==> config.mk <==
export PLATFORM = sky130hd
export DESIGN_NAME = gbe_link_status
export DESIGN_NICKNAME = d
export VERILOG_FILES = /design/src/verilog/gbe_pkg.sv /design/src/verilog/gbe_link_status.sv
export SDC_FILE = /design/constraint.sdc
export NUM_CORES = 1
export LEC_CHECK = 0
export ABC_AREA = 1
export BUFFER_PORTS_ARGS = -buffer_cell sky130_fd_sc_hd__buf_4
export CORE_MARGIN = 5
export CORE_UTILIZATION = 35
export CTS_CLUSTER_DIAMETER = 100
export DETAILED_ROUTE_END_ITERATION = 8
export GPL_TIMING_DRIVEN = 0
export PLACE_DENSITY = 0.51
export SKIP_CTS_REPAIR_TIMING = 1
export SYNTH_ARGS = -nofsm -noshare
export SYNTH_HDL_FRONTEND = slang
export SYNTH_SLANG_ARGS = --single-unit
export TNS_END_PERCENT = 100
==> constraint.sdc <==
create_clock -name user_clk -period 2.1 [get_ports user_clk]
set_clock_uncertainty 0.1 [all_clocks]
set_input_delay 0.21 -clock user_clk [delete_from_list [all_inputs] [get_ports user_clk]]
set_output_delay 0.21 -clock user_clk [all_outputs]
set_load 0.01 [all_outputs]
==> src/verilog/gbe_pkg.sv <==
package gbe_pkg;

    // Payload bits per beat, user and line side alike
    localparam int data_width = 512;

    // Node identity
    localparam logic [47:0] fabric_mac = 48'hff_ff_ff_ff_ff_ff;
    // 192.168.5.200
    localparam logic [31:0] fabric_ip = 32'hc0a8_05c8;
    localparam logic [15:0] fabric_port = 16'd10000;

    // Header field values we send and accept
    localparam logic [15:0] ethertype_ipv4 = 16'h0800;
    localparam logic [7:0] ip_proto_udp = 8'd17;
    localparam logic [7:0] ip_ver_ihl = 8'h45;

    // Queue sizes in words
    localparam int tx_fifo_depth = 16;
    localparam int tx_afull_margin = 4;
    localparam int rx_fifo_depth = 8;
    localparam int tx_count_width = $clog2(tx_fifo_depth + 1);
    // Almost-full threshold on transmit occupancy
    localparam logic [tx_count_width-1:0] tx_afull_level =
        tx_count_width'(tx_fifo_depth - tx_afull_margin);

    // LED stretch length in cycles
    localparam int led_hold_cycles = 16;
    localparam int led_count_width = $clog2(led_hold_cycles + 1);
    localparam logic [led_count_width-1:0] led_hold_load = led_count_width'(led_hold_cycles);

    // Frame header, sits in the low bits of the header beat
    typedef struct packed {
        logic [47:0] dest_mac;
        logic [47:0] source_mac;
        logic [15:0] ethertype;
        logic [7:0]  ver_ihl;
        logic [7:0]  protocol;
        logic [31:0] source_ip;
        logic [31:0] dest_ip;
        logic [15:0] source_port;
        logic [15:0] dest_port;
    } gbe_header_t;

    localparam int header_width = $bits(gbe_header_t);

    // One beat on the line-side streams
    typedef struct packed {
        logic [data_width-1:0] data;
        logic                  last;
    } gbe_line_beat_t;

    // User transmit word
    typedef struct packed {
        logic [data_width-1:0] data;
        logic [31:0]           dest_ip;
        logic [15:0]           dest_port;
        logic                  eof;
    } gbe_tx_word_t;

    // User receive word, addresses taken from the frame header
    typedef struct packed {
        logic [data_width-1:0] data;
        logic [31:0]           source_ip;
        logic [15:0]           source_port;
        logic [31:0]           dest_ip;
        logic [15:0]           dest_port;
        logic                  eof;
    } gbe_rx_word_t;

endpackage
==> src/verilog/gbe_link_status.sv <==
`timescale 1ns/1ps

module gbe_link_status (
    input  logic user_clk,
    input  logic reset,
    input  logic mac_link_up,
    input  logic rx_beat_seen,
    input  logic tx_beat_sent,
    output logic led_up,
    output logic led_rx,
    output logic led_tx
);

    // Two-flop sync of link state
    logic [1:0] link_sync;
    // Bit 0 receive, bit 1 transmit
    logic [1:0] activity;
    logic [gbe_pkg::led_count_width-1:0] hold_count [2];

    always_ff @(posedge user_clk) begin
        if (reset) begin
            link_sync <= '0;
        end else begin
            link_sync <= {link_sync[0], mac_link_up};
        end
    end

    assign led_up = link_sync[1];
    assign activity = {tx_beat_sent, rx_beat_seen};

    // Stretch each activity pulse so it is visible
    always_ff @(posedge user_clk) begin
        if (reset) begin
            hold_count[0] <= '0;
            hold_count[1] <= '0;
        end else begin
            for (int i = 0; i < 2; i++) begin
                if (activity[i]) begin
                    hold_count[i] <= gbe_pkg::led_hold_load;
                end else if (hold_count[i] != '0) begin
                    hold_count[i] <= hold_count[i] - 1'b1;
                end
            end
        end
    end

    assign led_rx = (hold_count[0] != '0);
    assign led_tx = (hold_count[1] != '0);

endmodule

Word-level counts from Yosys, hierarchy flattened:

Memories as Yosys holds them, arrays and structs flattened.
Index checks and enable logic that the tools add are counted.

* add/sub/neg operators: 2
* multiplexer cells: 20
* bitwise gates (word level): 4
* reductions and logical operators: 2

Operator list (number)
* 2-to-1 mux 5 bit: 4
* 2-to-1 mux 1 bit: 16
* nonzero test 5 bit: 2
* subtractor 5 x 1 -> 5 bit, second input constant: 2
* OR 1 bit: 4

* flip-flop bits (word level): 2
* bits in writable memories: 10
* input port bits: 5
* output and inout bits: 3
* word-level logic and storage cells: 30
* memories kept: 1

Memories
* hold_count: depth 2, width 5, read ports 2, clocked after Yosys merged registers in 0, write ports 2, line gbe_link_status.sv:18 `logic [gbe_pkg::led_count_width-1:0] hold_count [2];`

Logic depth before layout (Yosys ltp):

* depth after elaboration: 6
* mapped depth: 6

Least setup slack after synthesis:

Ideal clock, no wire load.

* kind: register to register
* start point: memory hold_count[1][0] (netlist name)
* end point: memory hold_count[1][0] (netlist name) (enable)
* data arrival time: 1.015 ns
* path slack: 0.712 ns
* cell stages (with the launch flop): 6
* buffers on the path: 0
* period minus slack after synthesis: 1.388 ns
* cells stage by stage: edfxtp_1 -> inv_1 -> ha_1 -> nand3_2 -> nand2_4 -> nand2_1

RTL lines (line)
* from (decl): gbe_link_status.sv:18

==> results.toml <==
[drt]
vias = 384
viasPerCell = 3.96
wl_per_cell_um = 9.80
drc = 0
ant_nets = 0
dr.pass1.iters = 2
drt_wl_total_um = 951
drtIter0Drc = 1

[synthesis]
synth.distinct_cells = 16
syn_area_um2 = 641
ys_ff_latch = 12
ys_top_cells_by_area = "edfxtp_1 (47%), nor2_1 (7.6%), dfxtp_1 (6.3%), inv_1 (5.3%), nor2_4 (5.3%)"
netlist_instances = 61
synth_top_area_cell = "edfxtp_1"
yosysWarnings = 0
avgSynthCellArea_um2 = 10.5
syn_nets = 68
seq_area_frac_synth = 0.531
synth_top_area_frac = 0.469

[sta]
fmax_mhz = 617
rsz0062_at_grt = "no"
hold_viol = 0
drv_slew = 0
worst_pin_slew_ns = 0.276
hold_ws_ns = 0.0591
period_needed_ns = 1.62
slew_headroom = 0.816
finalCritPeriodShare = 0.771
setup_viol = 0
tns_ns = 0

[placement]
placed_cells = 93
routabilityCongestion = 0.740
place_area_um2 = 724
hpwlAfterDp_um = 734
numPortBuffers = 7

[power]
internal_power_uw = 536
p_clk_frac = 0.176
power_frac_comb = 0.384
irDropWorstVdd_mv = 0.478
switching_share = 0.349
power_switching_uw = 287
leakagePower_nw = 0.332
seqPwrFrac = 0.440
power_density_mw_per_mm2 = 1100

[grt]
grt_max_degree = 8
overflow = 0
grt_pass1_wl_um = 1600
grt_usage = 0.0824
antenna_found_initial = 0
grt_pass1_vias = 365

[cells_and_area]
antennaDiodeCount = 0
layout_commonest_cell = "nor2_1"
drive_above_1_share = 0.292
final_cell_mix = "nor2_1 (13), edfxtp_1 (10), inv_1 (9)"
area_delta_synth_final_pct = 17.2
fin_cells = 97
nets = 80
fin_util = 0.435
fill_cells = 182
final_cell_area_um2 = 751

[die]
initial_core_util = 0.371
num_rows = 15
core_region_area_mm2 = 0.00173
io_pins = 8
dieArea_mm2 = 0.00279
die-width_um = 52.8
fp.dieH_um = 52.8

[clock_network]
cts_made_buffers = 3
cts_buffer_depth = 2
cts_root_buf = "clkbuf_4"
cts_tree = "done"
clk_pin_slew_ns = 0.08
clkSinkCount = 12
worst_skew_pair.late_latency_ns = 0.26
cts_max_level = 1

[setup_path]
cp-start-kind = "flip-flop"
cp_max_fo = 5
cp.required_ns = 1.79
setup.worst_path.end_class = "output pin"
critPathKind = "reg2out"
crit_arrival_ns = 1.31

[outcome]
run_status = "completed"

[flow_run]
cap_viol_max_count = 0

[min_path]
hold_class = "in2reg"
-- critical path, stage by stage, from the launching register on --
cell and delay (ns):
edfxtp_1 0.39, inv_1 0.09, ha_1 0.29, nand3_4 0.12, buf_4 0.16
-- cell usage after synthesis, drive strengths merged --
library cell   n
nand3          4
a21oi          1
nand2          8
ha             2
inv            9
nand4          2
nor2          19
edfxtp        10
xnor2          2
xor2           2
dfxtp          2
-- power by group through the flow --
stage | clock network, mW | logic [mW] | registers, mW
after floorplan | 0 | 0.249 | 0.361
after global placement | 0 | 0.314 | 0.368
after detailed placement | 0 | 0.320 | 0.368
after CTS | 0.150 | 0.323 | 0.363
after global routing | 0.161 | 0.354 | 0.370
final | 0.144 | 0.316 | 0.362
-- state kept, by name, summed over array words and instances, names as in the netlist --
signal / cells
hold_count: 10
link_sync: 2
-- cells by family (layout without fill, tap and decap cells) --
| kind of cell | count (synthesis) | in the layout | synth area share |
|---|---|---|---|
| adder cells (fa/ha/maj) | 2 | 2 | 0.0391 |
| XOR/XNOR | 4 | 4 | 0.0547 |
| AND/OR/NAND/NOR | 33 | 33 | 0.314 |
| flip-flops | 12 | 12 | 0.531 |
| buffers and inverters | 9 | 20 | 0.0527 |
| AO/OA/AOI/OAI | 1 | 1 | 0.00781 |
-- path summary, 6_finish.rpt --
kind	from	end	slack [ns]	cells past startpoint
min	mac_link_up	link_sync[0]	0.06	3
max	hold_count[0][0]	led_rx	0.48	4
min reg2reg	link_sync[0]	link_sync[1]	0.31	2
max reg2reg	hold_count[1][0]	hold_count[1][3]	0.60	5
-- metal layers --
metal / GRT usage / vias to the layer above / wire length (um)
met1: 0.111 / 156 / 526
met5: 0 / - / 0
met3: 0.0171 / 2 / 29
met4: 0.0638 / 0 / 23
li1: - / 220 / -
met2: 0.112 / 6 / 370
-- area by class of cell --
| cell class | count | area, um^2 | area share |
|---|---|---|---|
| Clock buffer | 4 | 26.3 | 0.0350 |
| Multi-Input combinational cell | 40 | 267 | 0.355 |
| Sequential cell | 12 | 340 | 0.453 |
| Timing Repair Buffer | 7 | 52.6 | 0.0700 |
| Inverter | 9 | 33.8 | 0.0450 |
| Tap cell | 25 | 31.3 | 0.0417 |
-- through the flow --
step,power [mW],worst slack (ns)
final,0.823,0.480
after global routing,0.885,0.421
after CTS,0.836,0.463
after detailed placement,0.688,0.600
after global placement,0.682,0.595
after floorplan,0.610,0.712
Power figures use the tool's default switching activity.
