<file path="config.mk">
export PLATFORM = sky130hd
export DESIGN_NAME = gbe_rx_decode
export DESIGN_NICKNAME = d
export VERILOG_FILES = /design/src/verilog/gbe_pkg.sv /design/src/verilog/gbe_rx_decode.sv
export SDC_FILE = /design/constraint.sdc
export NUM_CORES = 1
export LEC_CHECK = 0
export BUFFER_PORTS_ARGS = -buffer_cell sky130_fd_sc_hd__buf_2
export CAP_MARGIN = 20
export CORE_AREA = 2 2 440 442
export CTS_CLUSTER_DIAMETER = 120
export DETAILED_ROUTE_END_ITERATION = 8
export DIE_AREA = 0 0 442 444
export GPL_ROUTABILITY_DRIVEN = 0
export GPL_TIMING_DRIVEN = 0
export PLACE_DENSITY_LB_ADDON = 0.08
export SETUP_SLACK_MARGIN = 0.1
export SLEW_MARGIN = 20
export SYNTH_ARGS = -nofsm -noshare
export SYNTH_HDL_FRONTEND = slang
export SYNTH_SLANG_ARGS = --single-unit
</file>
<file path="constraint.sdc">
create_clock -name user_clk -period 45.1 [get_ports user_clk]
set_input_delay 11.275 -clock user_clk [delete_from_list [all_inputs] [get_ports user_clk]]
set_output_delay 11.275 -clock user_clk [all_outputs]
set_load 0.05 [all_outputs]
</file>
<file path="src/verilog/gbe_pkg.sv">
package gbe_pkg;

    // Payload bits per beat, user and line side alike
    localparam int data_width = 512;

    // Node identity
    localparam logic [47:0] fabric_mac = 48'hff_ff_ff_ff_ff_ff;
    // 192.168.5.200
    localparam logic [31:0] fabric_ip = 32'hc0a8_05c8;
    localparam logic [15:0] fabric_port = 16'd10000;

    // Header field values we send and accept
    localparam logic [15:0] ethertype_ipv4 = 16'h0800;
    localparam logic [7:0] ip_proto_udp = 8'd17;
    localparam logic [7:0] ip_ver_ihl = 8'h45;

    // Queue sizes in words
    localparam int tx_fifo_depth = 16;
    localparam int tx_afull_margin = 4;
    localparam int rx_fifo_depth = 8;
    localparam int tx_count_width = $clog2(tx_fifo_depth + 1);
    // Almost-full threshold on transmit occupancy
    localparam logic [tx_count_width-1:0] tx_afull_level =
        tx_count_width'(tx_fifo_depth - tx_afull_margin);

    // LED stretch length in cycles
    localparam int led_hold_cycles = 16;
    localparam int led_count_width = $clog2(led_hold_cycles + 1);
    localparam logic [led_count_width-1:0] led_hold_load = led_count_width'(led_hold_cycles);

    // Frame header, sits in the low bits of the header beat
    typedef struct packed {
        logic [47:0] dest_mac;
        logic [47:0] source_mac;
        logic [15:0] ethertype;
        logic [7:0]  ver_ihl;
        logic [7:0]  protocol;
        logic [31:0] source_ip;
        logic [31:0] dest_ip;
        logic [15:0] source_port;
        logic [15:0] dest_port;
    } gbe_header_t;

    localparam int header_width = $bits(gbe_header_t);

    // One beat on the line-side streams
    typedef struct packed {
        logic [data_width-1:0] data;
        logic                  last;
    } gbe_line_beat_t;

    // User transmit word
    typedef struct packed {
        logic [data_width-1:0] data;
        logic [31:0]           dest_ip;
        logic [15:0]           dest_port;
        logic                  eof;
    } gbe_tx_word_t;

    // User receive word, addresses taken from the frame header
    typedef struct packed {
        logic [data_width-1:0] data;
        logic [31:0]           source_ip;
        logic [15:0]           source_port;
        logic [31:0]           dest_ip;
        logic [15:0]           dest_port;
        logic                  eof;
    } gbe_rx_word_t;

endpackage
</file>
<file path="src/verilog/gbe_rx_decode.sv">
`timescale 1ns/1ps

module gbe_rx_decode (
    input  logic                    user_clk,
    input  logic                    reset,
    input  logic                    mac_rx_valid,
    input  gbe_pkg::gbe_line_beat_t mac_rx,
    output logic                    dec_valid,
    output gbe_pkg::gbe_rx_word_t   dec_word,
    output logic                    rx_bad_frame,
    output logic                    rx_beat_seen
);

    // Next beat starts a frame
    logic expect_header;
    // Current frame was rejected
    logic discard;

    gbe_pkg::gbe_header_t rx_header;
    logic header_ok;

    // Header lives in the low bits of the first beat
    assign rx_header = mac_rx.data[gbe_pkg::header_width-1:0];

    // IPv4/UDP to our IP and port
    assign header_ok = (rx_header.ethertype == gbe_pkg::ethertype_ipv4)
                    && (rx_header.ver_ihl == gbe_pkg::ip_ver_ihl)
                    && (rx_header.protocol == gbe_pkg::ip_proto_udp)
                    && (rx_header.dest_ip == gbe_pkg::fabric_ip)
                    && (rx_header.dest_port == gbe_pkg::fabric_port);

    // Frame tracking and strobes
    always_ff @(posedge user_clk) begin
        if (reset) begin
            expect_header <= 1'b1;
            discard <= 1'b0;
            dec_valid <= 1'b0;
            rx_bad_frame <= 1'b0;
            rx_beat_seen <= 1'b0;
        end else begin
            dec_valid <= 1'b0;
            rx_bad_frame <= 1'b0;
            // Activity for the LED
            rx_beat_seen <= mac_rx_valid;
            if (mac_rx_valid) begin
                // A frame always ends on last
                expect_header <= mac_rx.last;
                if (expect_header) begin
                    rx_bad_frame <= !header_ok;
                    discard <= !header_ok;
                end else begin
                    dec_valid <= !discard;
                end
            end
        end
    end

    // Word payload
    always_ff @(posedge user_clk) begin
        if (mac_rx_valid) begin
            if (expect_header) begin
                // Addresses held for the rest of the frame
                dec_word.source_ip <= rx_header.source_ip;
                dec_word.source_port <= rx_header.source_port;
                dec_word.dest_ip <= rx_header.dest_ip;
                dec_word.dest_port <= rx_header.dest_port;
            end else begin
                dec_word.data <= mac_rx.data;
                dec_word.eof <= mac_rx.last;
            end
        end
    end

endmodule

</file>
==> Word level (Yosys, flattened, before mapping) <==
Index checks and enable logic that the tools add are counted.
{ "word_totals": {"register_bits": 614, "inputBits": 516, "output_inout_bits": 612, "wordCells": 28} }
{ "op_classes": {"eq_ne": 5, "bitwise_logic": 2, "n_reduce_logical": 10} }
{ "ops": {"columns": ["operator", "n"], "rows": [
  ["$eq 32x32->1 const B", 1],
  ["$eq 16x12->1 const B", 1],
  ["$eq 16x14->1 const B", 1],
  ["$eq 8x5->1 const B", 1],
  ["$eq 8x7->1 const B", 1],
  ["$reduce_or 3->1", 2],
  ["$logic_and 1x1->1", 4],
  ["$reduce_and 2->1", 2],
  ["$logic_not 1->1", 2],
  ["$not 1->1", 2]
]} }

==> Longest topological paths before layout <==
{ "logic_depth": {"ltp_word": 6, "ltp_mapped": 4, "mapped_depth_nobuf": 4} }

==> Worst setup path before layout <==
Ideal clock, no wire load.
{ "synth_path": {"path_kind": "input port to flip-flop", "startpoint": "input mac_rx_valid", "endpoint": "register dec_word[0] (netlist bit), enable pin", "setup_time_ns": 1.463, "arrival_time_ns": 33.268, "t_required_ns": 43.637, "slack_ns": 10.369, "stages": 1, "n_path_buf": 0, "cell_sequence": "nor2b_1"} }
{ "synth_between": {"elab_chain_cells": 1} }
{ "synth_rtl": {"columns": ["element", "line_no", "text"], "rows": [
  ["start, declared", "gbe_rx_decode.sv:6", "input logic mac_rx_valid,"],
  ["$reduce_and 2->1 (no source line)", null, null],
  ["end, declared", "gbe_rx_decode.sv:9", "output gbe_pkg::gbe_rx_word_t dec_word,"]
]} }
No other way between the ends.
A chain may end at the register's enable or synchronous reset.

==> Final worst setup path <==
{ "layout_path": {"startpoint": "input mac_rx_valid", "endpoint": "register dec_word[228] (netlist bit), enable pin"} }
The elaborated chain is that of the path after synthesis.

==> reports/qor.csv <==
stage,metric,value,unit
placed_design,place_hpwl,78210,um
clock_network,cts_tree,built,
cells_and_area,area_growth,64.18,%
timing,worst_pin_slew,0.7134,ns
hold_path,min_path_type,register to register,
timing,finalSetupTns,0,ns
routing,route.detailed.drc,0,
critical_path,crit_fanout,28,
cells_and_area,n_fill_cell,21170,
timing,rsz0062_at_grt,false,
die,die_width,442,um
logic_synthesis,syn_nets,1166,
critical_path,cp_data_required_time,45.48,ns
global_routing,grt_pass1_vias,13030,
die,num_io_pins,1128,
timing,finalCritPeriodShare,0.2923,
timing,relSlewSlack,0.5234,
cells_and_area,finalNonFillerCells,4494,
hold_path,whs_path_depth,1,
placed_design,portBuffers,1127,
critical_path,startpoint_type,primary input,
power_and_ir_drop,leakage,0.01168,uW
die,core_area,191600,um2
die,die_h,444,um
placed_design,pre_cts_ws,31.14,ns
status,status,finished clean,
die,initial_core_util,0.09767,
timing,setup_ws,31.92,ns
critical_path,cp-end-kind,register,
placed_design,post_dp_cell_area,28050,um2
global_routing,antenna_found_initial,61,
critical_path,crit_start,mac_rx_valid,
critical_path,cp_data_arrival_time,13.56,ns
flow_run,drv_cap,0,
routing,wl_per_cell,21.05,um
timing,hold_viol,0,
cells_and_area,fin_area,30720,um2
power_and_ir_drop,p_per_area,46.96,nW/um2
global_routing,grt_max_degree,52,
clock_network,numCtsBuffers,86,
cells_and_area,drive_gt1_frac,0.6547,
global_routing,grt.total_usage,0.09292,
clock_network,cts_resized,0,
logic_synthesis,yosysUniqueCellTypes,19,
clock_network,cts_setup_buffers,0,
clock_network,cts.sinks,614,
clock_network,clk_pin_slew,0.05,ns
logic_synthesis,ys_seq_elements,614,
timing,layout_min_cycle_time,13.18,ns
logic_synthesis,yosysSeqAreaShare,0.9827,
hold_path,min_from,discard,
clock_network,clock_tree.buffer_depth,3,
logic_synthesis,netlist_area,18710,um2
clock_network,clk-insertion-delay-late,0.70,ns
routing,postRouteAntennaNets,0,
critical_path,ff2ff_path_depth,8,
die,dieArea,196200,um2
critical_path,critPathKind,primary input to register,
routing,drtIter0Drc,607,
clock_network,htreeDepth,3,
timing,max_clock_freq,75.86,MHz
clock_network,postCtsHoldBufs,0,
clock_network,cts-root-buf,clkbuf_16,
global_routing,grt_first_pass_wirelength,122500,um
routing,drt_pass1_iterations,4,
routing,wl,94580,um
routing,vias_per_cell,2.682,
timing,setup_violations,0,
timing,fin_worst_skew,0.02258,ns
logic_synthesis,synth_cells,650,
cells_and_area,layout.nets,2405,
placed_design,dpl.cell_count,4327,
global_routing,grt_overflow,0,
die,rows,161,
timing,slew_violations,0,
critical_path,reg2reg_from,expect_header,
power_and_ir_drop,vdd.ir_drop.worst,0.02432,mV
routing,vias,12050,
logic_synthesis,yosysWarnings,0,
logic_synthesis,avgSynthCellArea,28.79,um2
==> kinds of logic after synthesis <==
| family | after synthesis | share of synthesized area |
|---|---|---|
| flip-flops | 614 | 0.9827 |
| AND/OR/NAND/NOR | 31 | 0.01545 |
| buffers and inverters | 1 | 0.0002004 |
| AO/OA/AOI/OAI | 4 | 0.001606 |
==> report_power, final <==
| group | internal, uW | switching (uW) |
|---|---|---|
| combinational | 32.9 | 105 |
| clock | 373 | 273 |
| sequential | 653 | 5.46 |
| total | 1060 | 383 |
==> synth_stat cells, drive strengths merged <==
cell,count,share of area
a211o,1,0.00047
a211oi,1,0.00040
a31oi,1,0.00033
and4,1,0.00047
and4b,1,0.00060
and4bb,5,0.0033
dfxtp,5,0.0053
edfxtp,609,0.98
inv,1,0.00020
nand2,1,0.00020
nand4,4,0.0013
nor2b,3,0.0010
nor3b,1,0.00040
nor4,7,0.0033
nor4b,8,0.0047
o21bai,1,0.00040
==> sequential cells by signal (all words and copies together), names as in the netlist <==
name	cells
discard	1
expect_header	1
dec_word	609
rx_bad_frame	1
rx_beat_seen	1
dec_valid	1
==> routing by layer <==
layer	global-route usage	up-vias	share of wire
met5	0	-	0.0031
met4	0.03267	42	0.032
met3	0.04561	207	0.10
met2	0.1732	661	0.54
met1	0.08720	5915	0.32
li1	-	5226	-
==> cell usage in the layout (no fill, tap or decap), types with 2 or more instances in the layout <==
master / count
clkinv_8: 2
and4bb_2: 4
nor4_1: 4
buf_16: 6
clkinv_1: 16
nand4_1: 4
inv_6: 4
clkbuf_16: 87
nor4b_2: 3
inv_16: 2
nor4_2: 3
nor2b_1: 2
clkinv_2: 10
clkinvlp_4: 5
bufinv_16: 3
dfxtp_1: 5
diode_2: 13
inv_8: 2
clkbuf_1: 22
nor4b_1: 5
buf_12: 18
clkinv_4: 2
edfxtp_1: 609
buf_2: 1127
==> metrics by stage <==
step | util | total power [uW] | hold slack [ns]
after floorplan | - | 763.0 | 0.3985
after global placement | 0.1436 | 833.8 | 0.4303
after detailed placement | 0.1464 | 812.2 | 0.4322
after CTS | 0.1602 | 1484 | 0.4386
after global routing | 0.1602 | 1506 | 0.4518
final | 0.1603 | 1443 | 0.4356
==> worst max-delay path, cell delays in order <==
cell and delay (ns):
buf_2 0.12, nor2b_4 0.62, buf_12 0.27, buf_12 0.20, buf_16 0.17, buf_16 0.17, buf_12 0.20, buf_12 0.21
buf_12 0.21
==> path summary, 6_finish.rpt <==
| kind | end | slack, ns |
|---|---|---|
| max | dec_word[228] | 31.92 |
| min | dec_valid | 0.44 |
| max reg2reg | dec_word[228] | 42.30 |
| min reg2reg | dec_valid | 0.44 |
==> cell type report <==
type / count / area [um2] / share of cell area
Tap cell: 2526 / 3161 / 0.1029
Clock inverter: 45 / 374.1 / 0.01218
Clock buffer: 109 / 2260 / 0.07356
Sequential cell: 614 / 18390 / 0.5986
Multi-Input combinational cell: 35 / 326.6 / 0.01063
Timing Repair Buffer: 1151 / 6166 / 0.2007
Antenna cell: 13 / 32.53 / 0.001059
Inverter: 1 / 11.26 / 0.0003666
Note: power is estimated with default switching activity, not from simulation.
