[src/verilog/gbe_pkg.sv]
package gbe_pkg;

    // Payload bits per beat, user and line side alike
    localparam int data_width = 512;

    // Node identity
    localparam logic [47:0] fabric_mac = 48'hff_ff_ff_ff_ff_ff;
    // 192.168.5.200
    localparam logic [31:0] fabric_ip = 32'hc0a8_05c8;
    localparam logic [15:0] fabric_port = 16'd10000;

    // Header field values we send and accept
    localparam logic [15:0] ethertype_ipv4 = 16'h0800;
    localparam logic [7:0] ip_proto_udp = 8'd17;
    localparam logic [7:0] ip_ver_ihl = 8'h45;

    // Queue sizes in words
    localparam int tx_fifo_depth = 16;
    localparam int tx_afull_margin = 4;
    localparam int rx_fifo_depth = 8;
    localparam int tx_count_width = $clog2(tx_fifo_depth + 1);
    // Almost-full threshold on transmit occupancy
    localparam logic [tx_count_width-1:0] tx_afull_level =
        tx_count_width'(tx_fifo_depth - tx_afull_margin);

    // LED stretch length in cycles
    localparam int led_hold_cycles = 16;
    localparam int led_count_width = $clog2(led_hold_cycles + 1);
    localparam logic [led_count_width-1:0] led_hold_load = led_count_width'(led_hold_cycles);

    // Frame header, sits in the low bits of the header beat
    typedef struct packed {
        logic [47:0] dest_mac;
        logic [47:0] source_mac;
        logic [15:0] ethertype;
        logic [7:0]  ver_ihl;
        logic [7:0]  protocol;
        logic [31:0] source_ip;
        logic [31:0] dest_ip;
        logic [15:0] source_port;
        logic [15:0] dest_port;
    } gbe_header_t;

    localparam int header_width = $bits(gbe_header_t);

    // One beat on the line-side streams
    typedef struct packed {
        logic [data_width-1:0] data;
        logic                  last;
    } gbe_line_beat_t;

    // User transmit word
    typedef struct packed {
        logic [data_width-1:0] data;
        logic [31:0]           dest_ip;
        logic [15:0]           dest_port;
        logic                  eof;
    } gbe_tx_word_t;

    // User receive word, addresses taken from the frame header
    typedef struct packed {
        logic [data_width-1:0] data;
        logic [31:0]           source_ip;
        logic [15:0]           source_port;
        logic [31:0]           dest_ip;
        logic [15:0]           dest_port;
        logic                  eof;
    } gbe_rx_word_t;

endpackage
[src/verilog/gbe_rx_result.sv]
`timescale 1ns/1ps

module gbe_rx_result (
    input  logic                  user_clk,
    input  logic                  reset,
    input  logic                  dec_valid,
    input  gbe_pkg::gbe_rx_word_t dec_word,
    input  logic                  rx_ack,
    input  logic                  rx_overrun_ack,
    output logic                  rx_valid,
    output gbe_pkg::gbe_rx_word_t rx_word,
    output logic                  rx_overrun
);

    logic fifo_push;
    logic fifo_empty;
    logic fifo_full;

    // A full queue drops the word since the line has no ready
    assign fifo_push = dec_valid && !fifo_full;

    gbe_beat_fifo #(
        .payload_t (gbe_pkg::gbe_rx_word_t),
        .depth     (gbe_pkg::rx_fifo_depth)
    ) rx_fifo_inst (
        .user_clk  (user_clk),
        .reset     (reset),
        .push      (fifo_push),
        .push_data (dec_word),
        .pop       (rx_ack),
        .head      (rx_word),
        .empty     (fifo_empty),
        .full      (fifo_full),
        .count     ()
    );

    // Level while a word waits at the head
    assign rx_valid = !fifo_empty;

    // Sticky overrun where a new drop wins over the clear
    always_ff @(posedge user_clk) begin
        if (reset) begin
            rx_overrun <= 1'b0;
        end else if (dec_valid && fifo_full) begin
            rx_overrun <= 1'b1;
        end else if (rx_overrun_ack) begin
            rx_overrun <= 1'b0;
        end
    end

    // User acks only a presented word
    ack_with_word: assert property (@(posedge user_clk) disable iff (reset)
        rx_ack |-> rx_valid)
        else $error("gbe_rx_result: rx_ack with empty queue");

endmodule

[src/verilog/gbe_beat_fifo.sv]
`timescale 1ns/1ps

module gbe_beat_fifo #(
    parameter type payload_t = logic,
    parameter int depth = 16
) (
    input  logic                         user_clk,
    input  logic                         reset,
    input  logic                         push,
    input  payload_t                     push_data,
    input  logic                         pop,
    output payload_t                     head,
    output logic                         empty,
    output logic                         full,
    output logic [$clog2(depth+1)-1:0]   count
);

    // Word storage
    payload_t mem [depth];

    logic [$clog2(depth)-1:0] wr_ptr;
    logic [$clog2(depth)-1:0] rd_ptr;

    // Write side
    always_ff @(posedge user_clk) begin
        if (push) begin
            mem[wr_ptr] <= push_data;
        end
    end

    // Pointers and occupancy
    always_ff @(posedge user_clk) begin
        if (reset) begin
            wr_ptr <= '0;
            rd_ptr <= '0;
            count <= '0;
        end else begin
            if (push) begin
                // Wrap at the last slot so any depth works
                wr_ptr <= (wr_ptr == depth - 1) ? '0 : wr_ptr + 1'b1;
            end
            if (pop) begin
                rd_ptr <= (rd_ptr == depth - 1) ? '0 : rd_ptr + 1'b1;
            end
            case ({push, pop})
                2'b10: count <= count + 1'b1;
                2'b01: count <= count - 1'b1;
                default: count <= count;
            endcase
        end
    end

    // Head is visible with no read latency
    assign head = mem[rd_ptr];
    assign empty = (count == 0);
    assign full = (count == depth);

    // Callers own flow control
    push_not_full: assert property (@(posedge user_clk) disable iff (reset)
        push |-> !full)
        else $error("gbe_beat_fifo: push while full");

    pop_not_empty: assert property (@(posedge user_clk) disable iff (reset)
        pop |-> !empty)
        else $error("gbe_beat_fifo: pop while empty");

endmodule

[config.mk]
export PLATFORM = sky130hd
export DESIGN_NAME = gbe_rx_result
export DESIGN_NICKNAME = d
export VERILOG_FILES = /design/src/verilog/gbe_pkg.sv /design/src/verilog/gbe_rx_result.sv /design/src/verilog/gbe_beat_fifo.sv
export SDC_FILE = /design/constraint.sdc
export NUM_CORES = 2
export LEC_CHECK = 0
export BUFFER_PORTS_ARGS = -buffer_cell sky130_fd_sc_hd__buf_2
export CAP_MARGIN = 40
export CORE_UTILIZATION = 55
export DETAILED_ROUTE_END_ITERATION = 10
export PLACE_DENSITY_LB_ADDON = 0.08
export SLEW_MARGIN = 20
export SYNTH_ARGS = -nofsm -noshare
export SYNTH_HDL_FRONTEND = slang
export SYNTH_MEMORY_MAX_BITS = 65536
export SYNTH_SLANG_ARGS = --single-unit
[constraint.sdc]
create_clock -name user_clk -period 78.9 [get_ports user_clk]
set_input_delay 3.945 -clock user_clk [delete_from_list [all_inputs] [get_ports user_clk]]
set_output_delay 3.945 -clock user_clk [all_outputs]
set_load 0.03 [all_outputs]
==> Word level (Yosys, flattened, before mapping) <==
Memory sizes are Yosys's and may differ from the RTL's. A register that Yosys moved wholly into a read port is not among the register bits.
Cells that the tools add are included.
{ "word_totals": {"register_bits": 11, "latch_bits": 0, "ram_bits": 4872, "mem_bits_ro": 0, "input_bits": 614, "output_inout_bits": 611, "n_memories": 1} }
{ "op_classes": {"add_sub_neg": 4, "n_mul": 0, "n_div": 0, "n_lt_le_gt_ge": 0, "eq_ne": 5, "shifts": 0, "mux": 9, "bitwise_logic": 0, "reduce_logical": 7} }
{ "mem_list": {"columns": ["memory", "words", "word_bits", "read_ports", "rd_clocked_by_memory_dff", "wr", "line_no", "rtl"], "rows": [
  ["rx_fifo_inst.mem", 8, 609, 1, 1, 1, "gbe_beat_fifo.sv:19", "payload_t mem [depth];"]
]} }
{ "op_table": {"columns": ["operator", "n"], "rows": [
  ["3-bit two-way mux", 4],
  ["4-bit case mux with 2 select lines", 1],
  ["3-bit by 1-bit adder with 3-bit output, second input constant", 2],
  ["3-bit equality test, second input constant", 2],
  ["4-bit by 1-bit adder with 4-bit output, second input constant", 1],
  ["4-bit equality test, second input constant", 1],
  ["4-bit logical NOT", 1],
  ["1-bit two-way mux", 4],
  ["2-bit nonzero test", 2],
  ["4-bit by 1-bit subtractor with 4-bit output, second input constant", 1],
  ["2-bit by 1-bit equality test with 1-bit output, second input constant", 1],
  ["2-bit equality test, second input constant", 1],
  ["1-bit logical AND", 2],
  ["1-bit logical NOT", 2]
]} }

==> Longest topological paths before layout <==
{ "logic_depth": {"depth_word": 5, "ltp_mapped": 10} }

==> By module <==
A second synthesis with hierarchy kept.
{ "unflattened": {"cells_unflattened": 7117, "area_unflattened_um2": 183453.4} }
{ "by_module_without_submodules": {"columns": ["module", "n_inst", "cells_per_inst", "area_per_inst_um2", "seq_area_each_um2"], "rows": [
  ["gbe_beat_fifo", 1, 7111, 183404.6, 146560.6],
  ["gbe_rx_result", 1, 6, 48.8, 20.0]
]} }

==> Worst setup path before layout <==
OpenSTA, ideal clock, no wires.
{ "synth_timing": {"path_type": "in2reg", "start": "input port dec_valid", "end": "memory rx_fifo_inst.mem[0][0] (netlist name), enable pin", "t_arrival_ps": 61439, "slack_ps": 14393, "path_stages": 3, "n_path_buf": 1, "cell_sequence": "a21bo_2 > clkbuf_1 > nor4_1"} }
{ "synth_via": {"elab_chain_len": 3} }
{ "synth_rtl": {"columns": ["element", "line_no", "rtl"], "rows": [
  ["from (decl)", "gbe_rx_result.sv:6", "input logic dec_valid,"],
  ["1-bit logical AND", "gbe_rx_result.sv:20", "assign fifo_push = dec_valid && !fifo_full;"],
  ["1-bit two-way mux", "gbe_beat_fifo.sv:26", "if (push) begin"],
  ["1-bit two-way mux (not written as such)", "gbe_beat_fifo.sv:27", "mem[wr_ptr] <= push_data;"],
  ["to (decl)", "gbe_beat_fifo.sv:19", null]
]} }
Every way passes these cells.

==> flow_metrics.py <==
metrics = {
    "sta": {
        "fmax_mhz": 97.8,
        "hold_viol": 0,
        "worst_pin_slew_ns": 1.12,
        "fin_hold_ws_ns": 0.515,
        "min_period_ns": 10.23,
        "grt_setup_unrepaired": "no",
        "slew_headroom_pct": 25.3,
        "drv_slew": 0,
        "setup_violations": 0,
        "fin_skew_ns": 0.0773,
        "fin_setup_tns_ns": 0,
        "period_share_pct": 13.0,
    },
    "layout": {
        "area_growth_pct": 15.5,
        "multiInputGateArea_sq_um": 34700,
        "fillers": 21800,
        "final_cells": 13600,
        "seq_area_sq_um": 147000,
        "drive_above_1_share_pct": 43.4,
        "nNetsFinal": 9323,
    },
    "clocking": {
        "cts_root_buf": "clkbuf_16",
        "cts_tree": "yes",
        "cts.sinks": 4886,
        "clock_latency_ns": 1.02,
        "ctsResizeCount": 0,
        "holdBufCountCts": 0,
        "htreeDepth": 5,
        "cts_buffers": 483,
        "clkTransAtPathRegs_ns": 0.06,
        "post_cts_buffers": 0,
        "cts_max_path_buffers": 4,
    },
    "synthesis": {
        "synthAdderAreaFrac_pct": 0.0477,
        "synth_nets": 7740,
        "syn_inst": 7119,
        "synth_edf_count": 4872,
        "syn_area_sq_um": 183000,
        "synthDistinctLibCells": 29,
        "synth-async-reset-ratio_pct": 0,
        "ys_seq_elements": 4886,
        "synth_top_family_by_area": "multiplexers",
        "synth_simple_gate_area_share_pct": 0.0948,
        "synth-compound-area-share_pct": 0.0416,
        "synth_flop_cell": "edfxtp_1",
        "synth_xor_area_share_pct": 0.0143,
        "muxShareOfSynthArea_pct": 18.7,
        "seq_area_frac_synth_pct": 79.9,
        "syn_area_per_cell_sq_um": 25.8,
        "synth_warnings": 0,
    },
    "detailed_routing": {
        "num_vias": 81500,
        "detail_route.first_pass.iterations": 5,
        "viasPerCell": 6.01,
        "route.detailed.drc": 0,
        "drt-initial-drc-count": 6766,
        "post_drt_wl_per_cell_um": 31.2,
        "antenna_left": 0,
        "wl_mm": 424,
    },
    "global_routing": {
        "grt_pass1_wl_mm": 599,
        "gr-usage-all-layers_pct": 24.9,
        "grt_antenna_before_repair": 289,
        "grt_remaining_overflow": 0,
        "grt_max_degree": 139,
        "grt_pass1_vias": 83300,
    },
    "run": {
        "max_cap_violations": 0,
    },
    "worst_setup_path": {
        "cp-end-kind": "output pin",
        "crit_type": "reg2out",
        "ff2ff_path_depth": 10,
        "critPathLaunchType": "register",
        "crit_required_ns": 74.96,
        "arrival_ns": 6.28,
        "path_max_fanout": 52,
    },
    "placement": {
        "dp.final_hpwl_mm": 257,
        "port_buffers": 1224,
        "gp_congestion": 0.779,
        "dp.cells": 12600,
    },
    "floorplanning": {
        "io_pins": 1225,
        "die_w_um": 580,
        "die_area_sq_um": 336000,
        "core_area_sq_um": 331000,
        "rows": 211,
        "start_util_pct": 55.4,
        "dieHeight_um": 580,
    },
    "power_and_ir_drop": {
        "power_density_nw_per_um2": 27.4,
        "total_leakage_power_nw": 67.3,
        "max-vdd-ir-drop_v": 0.0000271,
    },
    "status": {
        "status": "finished, final reports clean",
    },
    "min_path": {
        "whs_path_depth": 2,
        "hold_path.class": "reg2reg",
    },
}
[power breakdown]
group	internal [mW]	total, mW	switching, mW	leakage, nW
combinational	0.209	0.579	0.371	15.4
sequential	2.96	2.98	0.0204	44.3
clock	1.30	2.24	0.949	7.62
[registers in the layout, indices dropped and copies added (netlist names), named ones only]
| name | count |
|---|---|
| rx_fifo_inst.mem | 4872 |
| rx_fifo_inst.count | 4 |
| rx_fifo_inst.rd_ptr | 3 |
| rx_fifo_inst.wr_ptr | 3 |
| rx_overrun | 1 |
[worst paths after layout]
path / startpoint / endpoint / slack (ns)
hold reg to reg: rx_overrun / rx_overrun / 0.51
setup reg to reg: rx_fifo_inst.count[1] / rx_fifo_inst.mem[2][435] / 73.48
hold / removal: rx_overrun / rx_overrun / 0.51
setup / recovery: register / rx_word[565] / 68.67
[cell usage after synthesis (2+ instances only)]
| library cell | instances | area, sq um |
|---|---|---|
| buf_4 | 4 | 30.0 |
| nand2b_1 | 3 | 18.8 |
| nand3_1 | 2 | 10.0 |
| nor2_1 | 11 | 41.3 |
| mux2i_1 | 2 | 20.0 |
| nor3_1 | 7 | 35.0 |
| or3_1 | 2 | 12.5 |
| buf_2 | 35 | 175 |
| xor2_1 | 3 | 26.3 |
| edfxtp_1 | 4872 | 146000 |
| nand2_1 | 7 | 26.3 |
| mux2_2 | 611 | 6880 |
| buf_1 | 71 | 267 |
| buf_6 | 111 | 1250 |
| inv_1 | 2 | 7.51 |
| clkbuf_1 | 121 | 454 |
| a21oi_1 | 7 | 35.0 |
| ha_1 | 7 | 87.6 |
| mux4_2 | 1218 | 27400 |
| dfxtp_1 | 14 | 280 |
[stage by stage]
step | total power [mW] | instance area (sq um) | setup WS, ns | util (%)
after global routing | 5.98 | 212000 | 68.10 | 64.0
after CTS | 5.85 | 212000 | 68.34 | 63.9
after floorplan | 3.57 | 183000 | 14.39 | -
final | 5.80 | 212000 | 68.67 | 64.0
after detailed placement | 3.62 | 196000 | 69.43 | 59.2
after global placement | 3.60 | 194000 | 68.60 | 58.7
[cell type report]
cell class	instances	share of cell area [%]
antenna	98	0.116
clock buffer	582	5.95
clock inverter	308	1.40
inverter	2	0.00354
multi-input combinational	1889	16.4
sequential	4886	69.2
tap	4366	2.58
timing repair buffer	1440	4.39
[routing by layer]
metal  global-route usage [%]  vias to the layer above  share of wire, %
li1                         -                    34200                 -
met2                     38.6                     2617                48
met3                     10.3                      900                11
met1                     32.0                    43600                38
met5                        0                        -              0.32
met4                     8.97                      206               3.6
[cell usage in the layout, fill, tap and decap left out, drive strengths merged, types with 3 or more instances in the layout]
master / n
nand2b: 3
nand2: 7
xor2: 3
buf: 1440
mux4: 1218
clkinvlp: 8
diode: 98
mux2: 611
bufinv: 50
ha: 7
nor2: 11
clkinv: 242
nor3: 7
inv: 10
edfxtp: 4872
clkbuf: 582
a21oi: 7
dfxtp: 14
[worst max-delay path, cell delays in order (launching register included)]
cell	delay, ns
dfxtp_4	0.81
buf_4	0.53
buf_4	0.43
buf_12	0.28
buf_4	0.63
buf_4	0.45
buf_16	0.31
buf_4	0.43
buf_16	0.28
mux4_2	0.34
mux2_2	0.38
buf_2	0.21
[cell families (layout without fill, tap and decap cells)]
group | Yosys count | in the layout
xor+xnor | 3 | 3
fa+ha+maj | 7 | 7
flops | 4886 | 4886
mux | 1831 | 1831
other cells | 0 | 98
compound gates | 12 | 12
buf+inv | 344 | 2332
simple gates | 36 | 36
No activity file was read; power rests on OpenSTA's default activity.
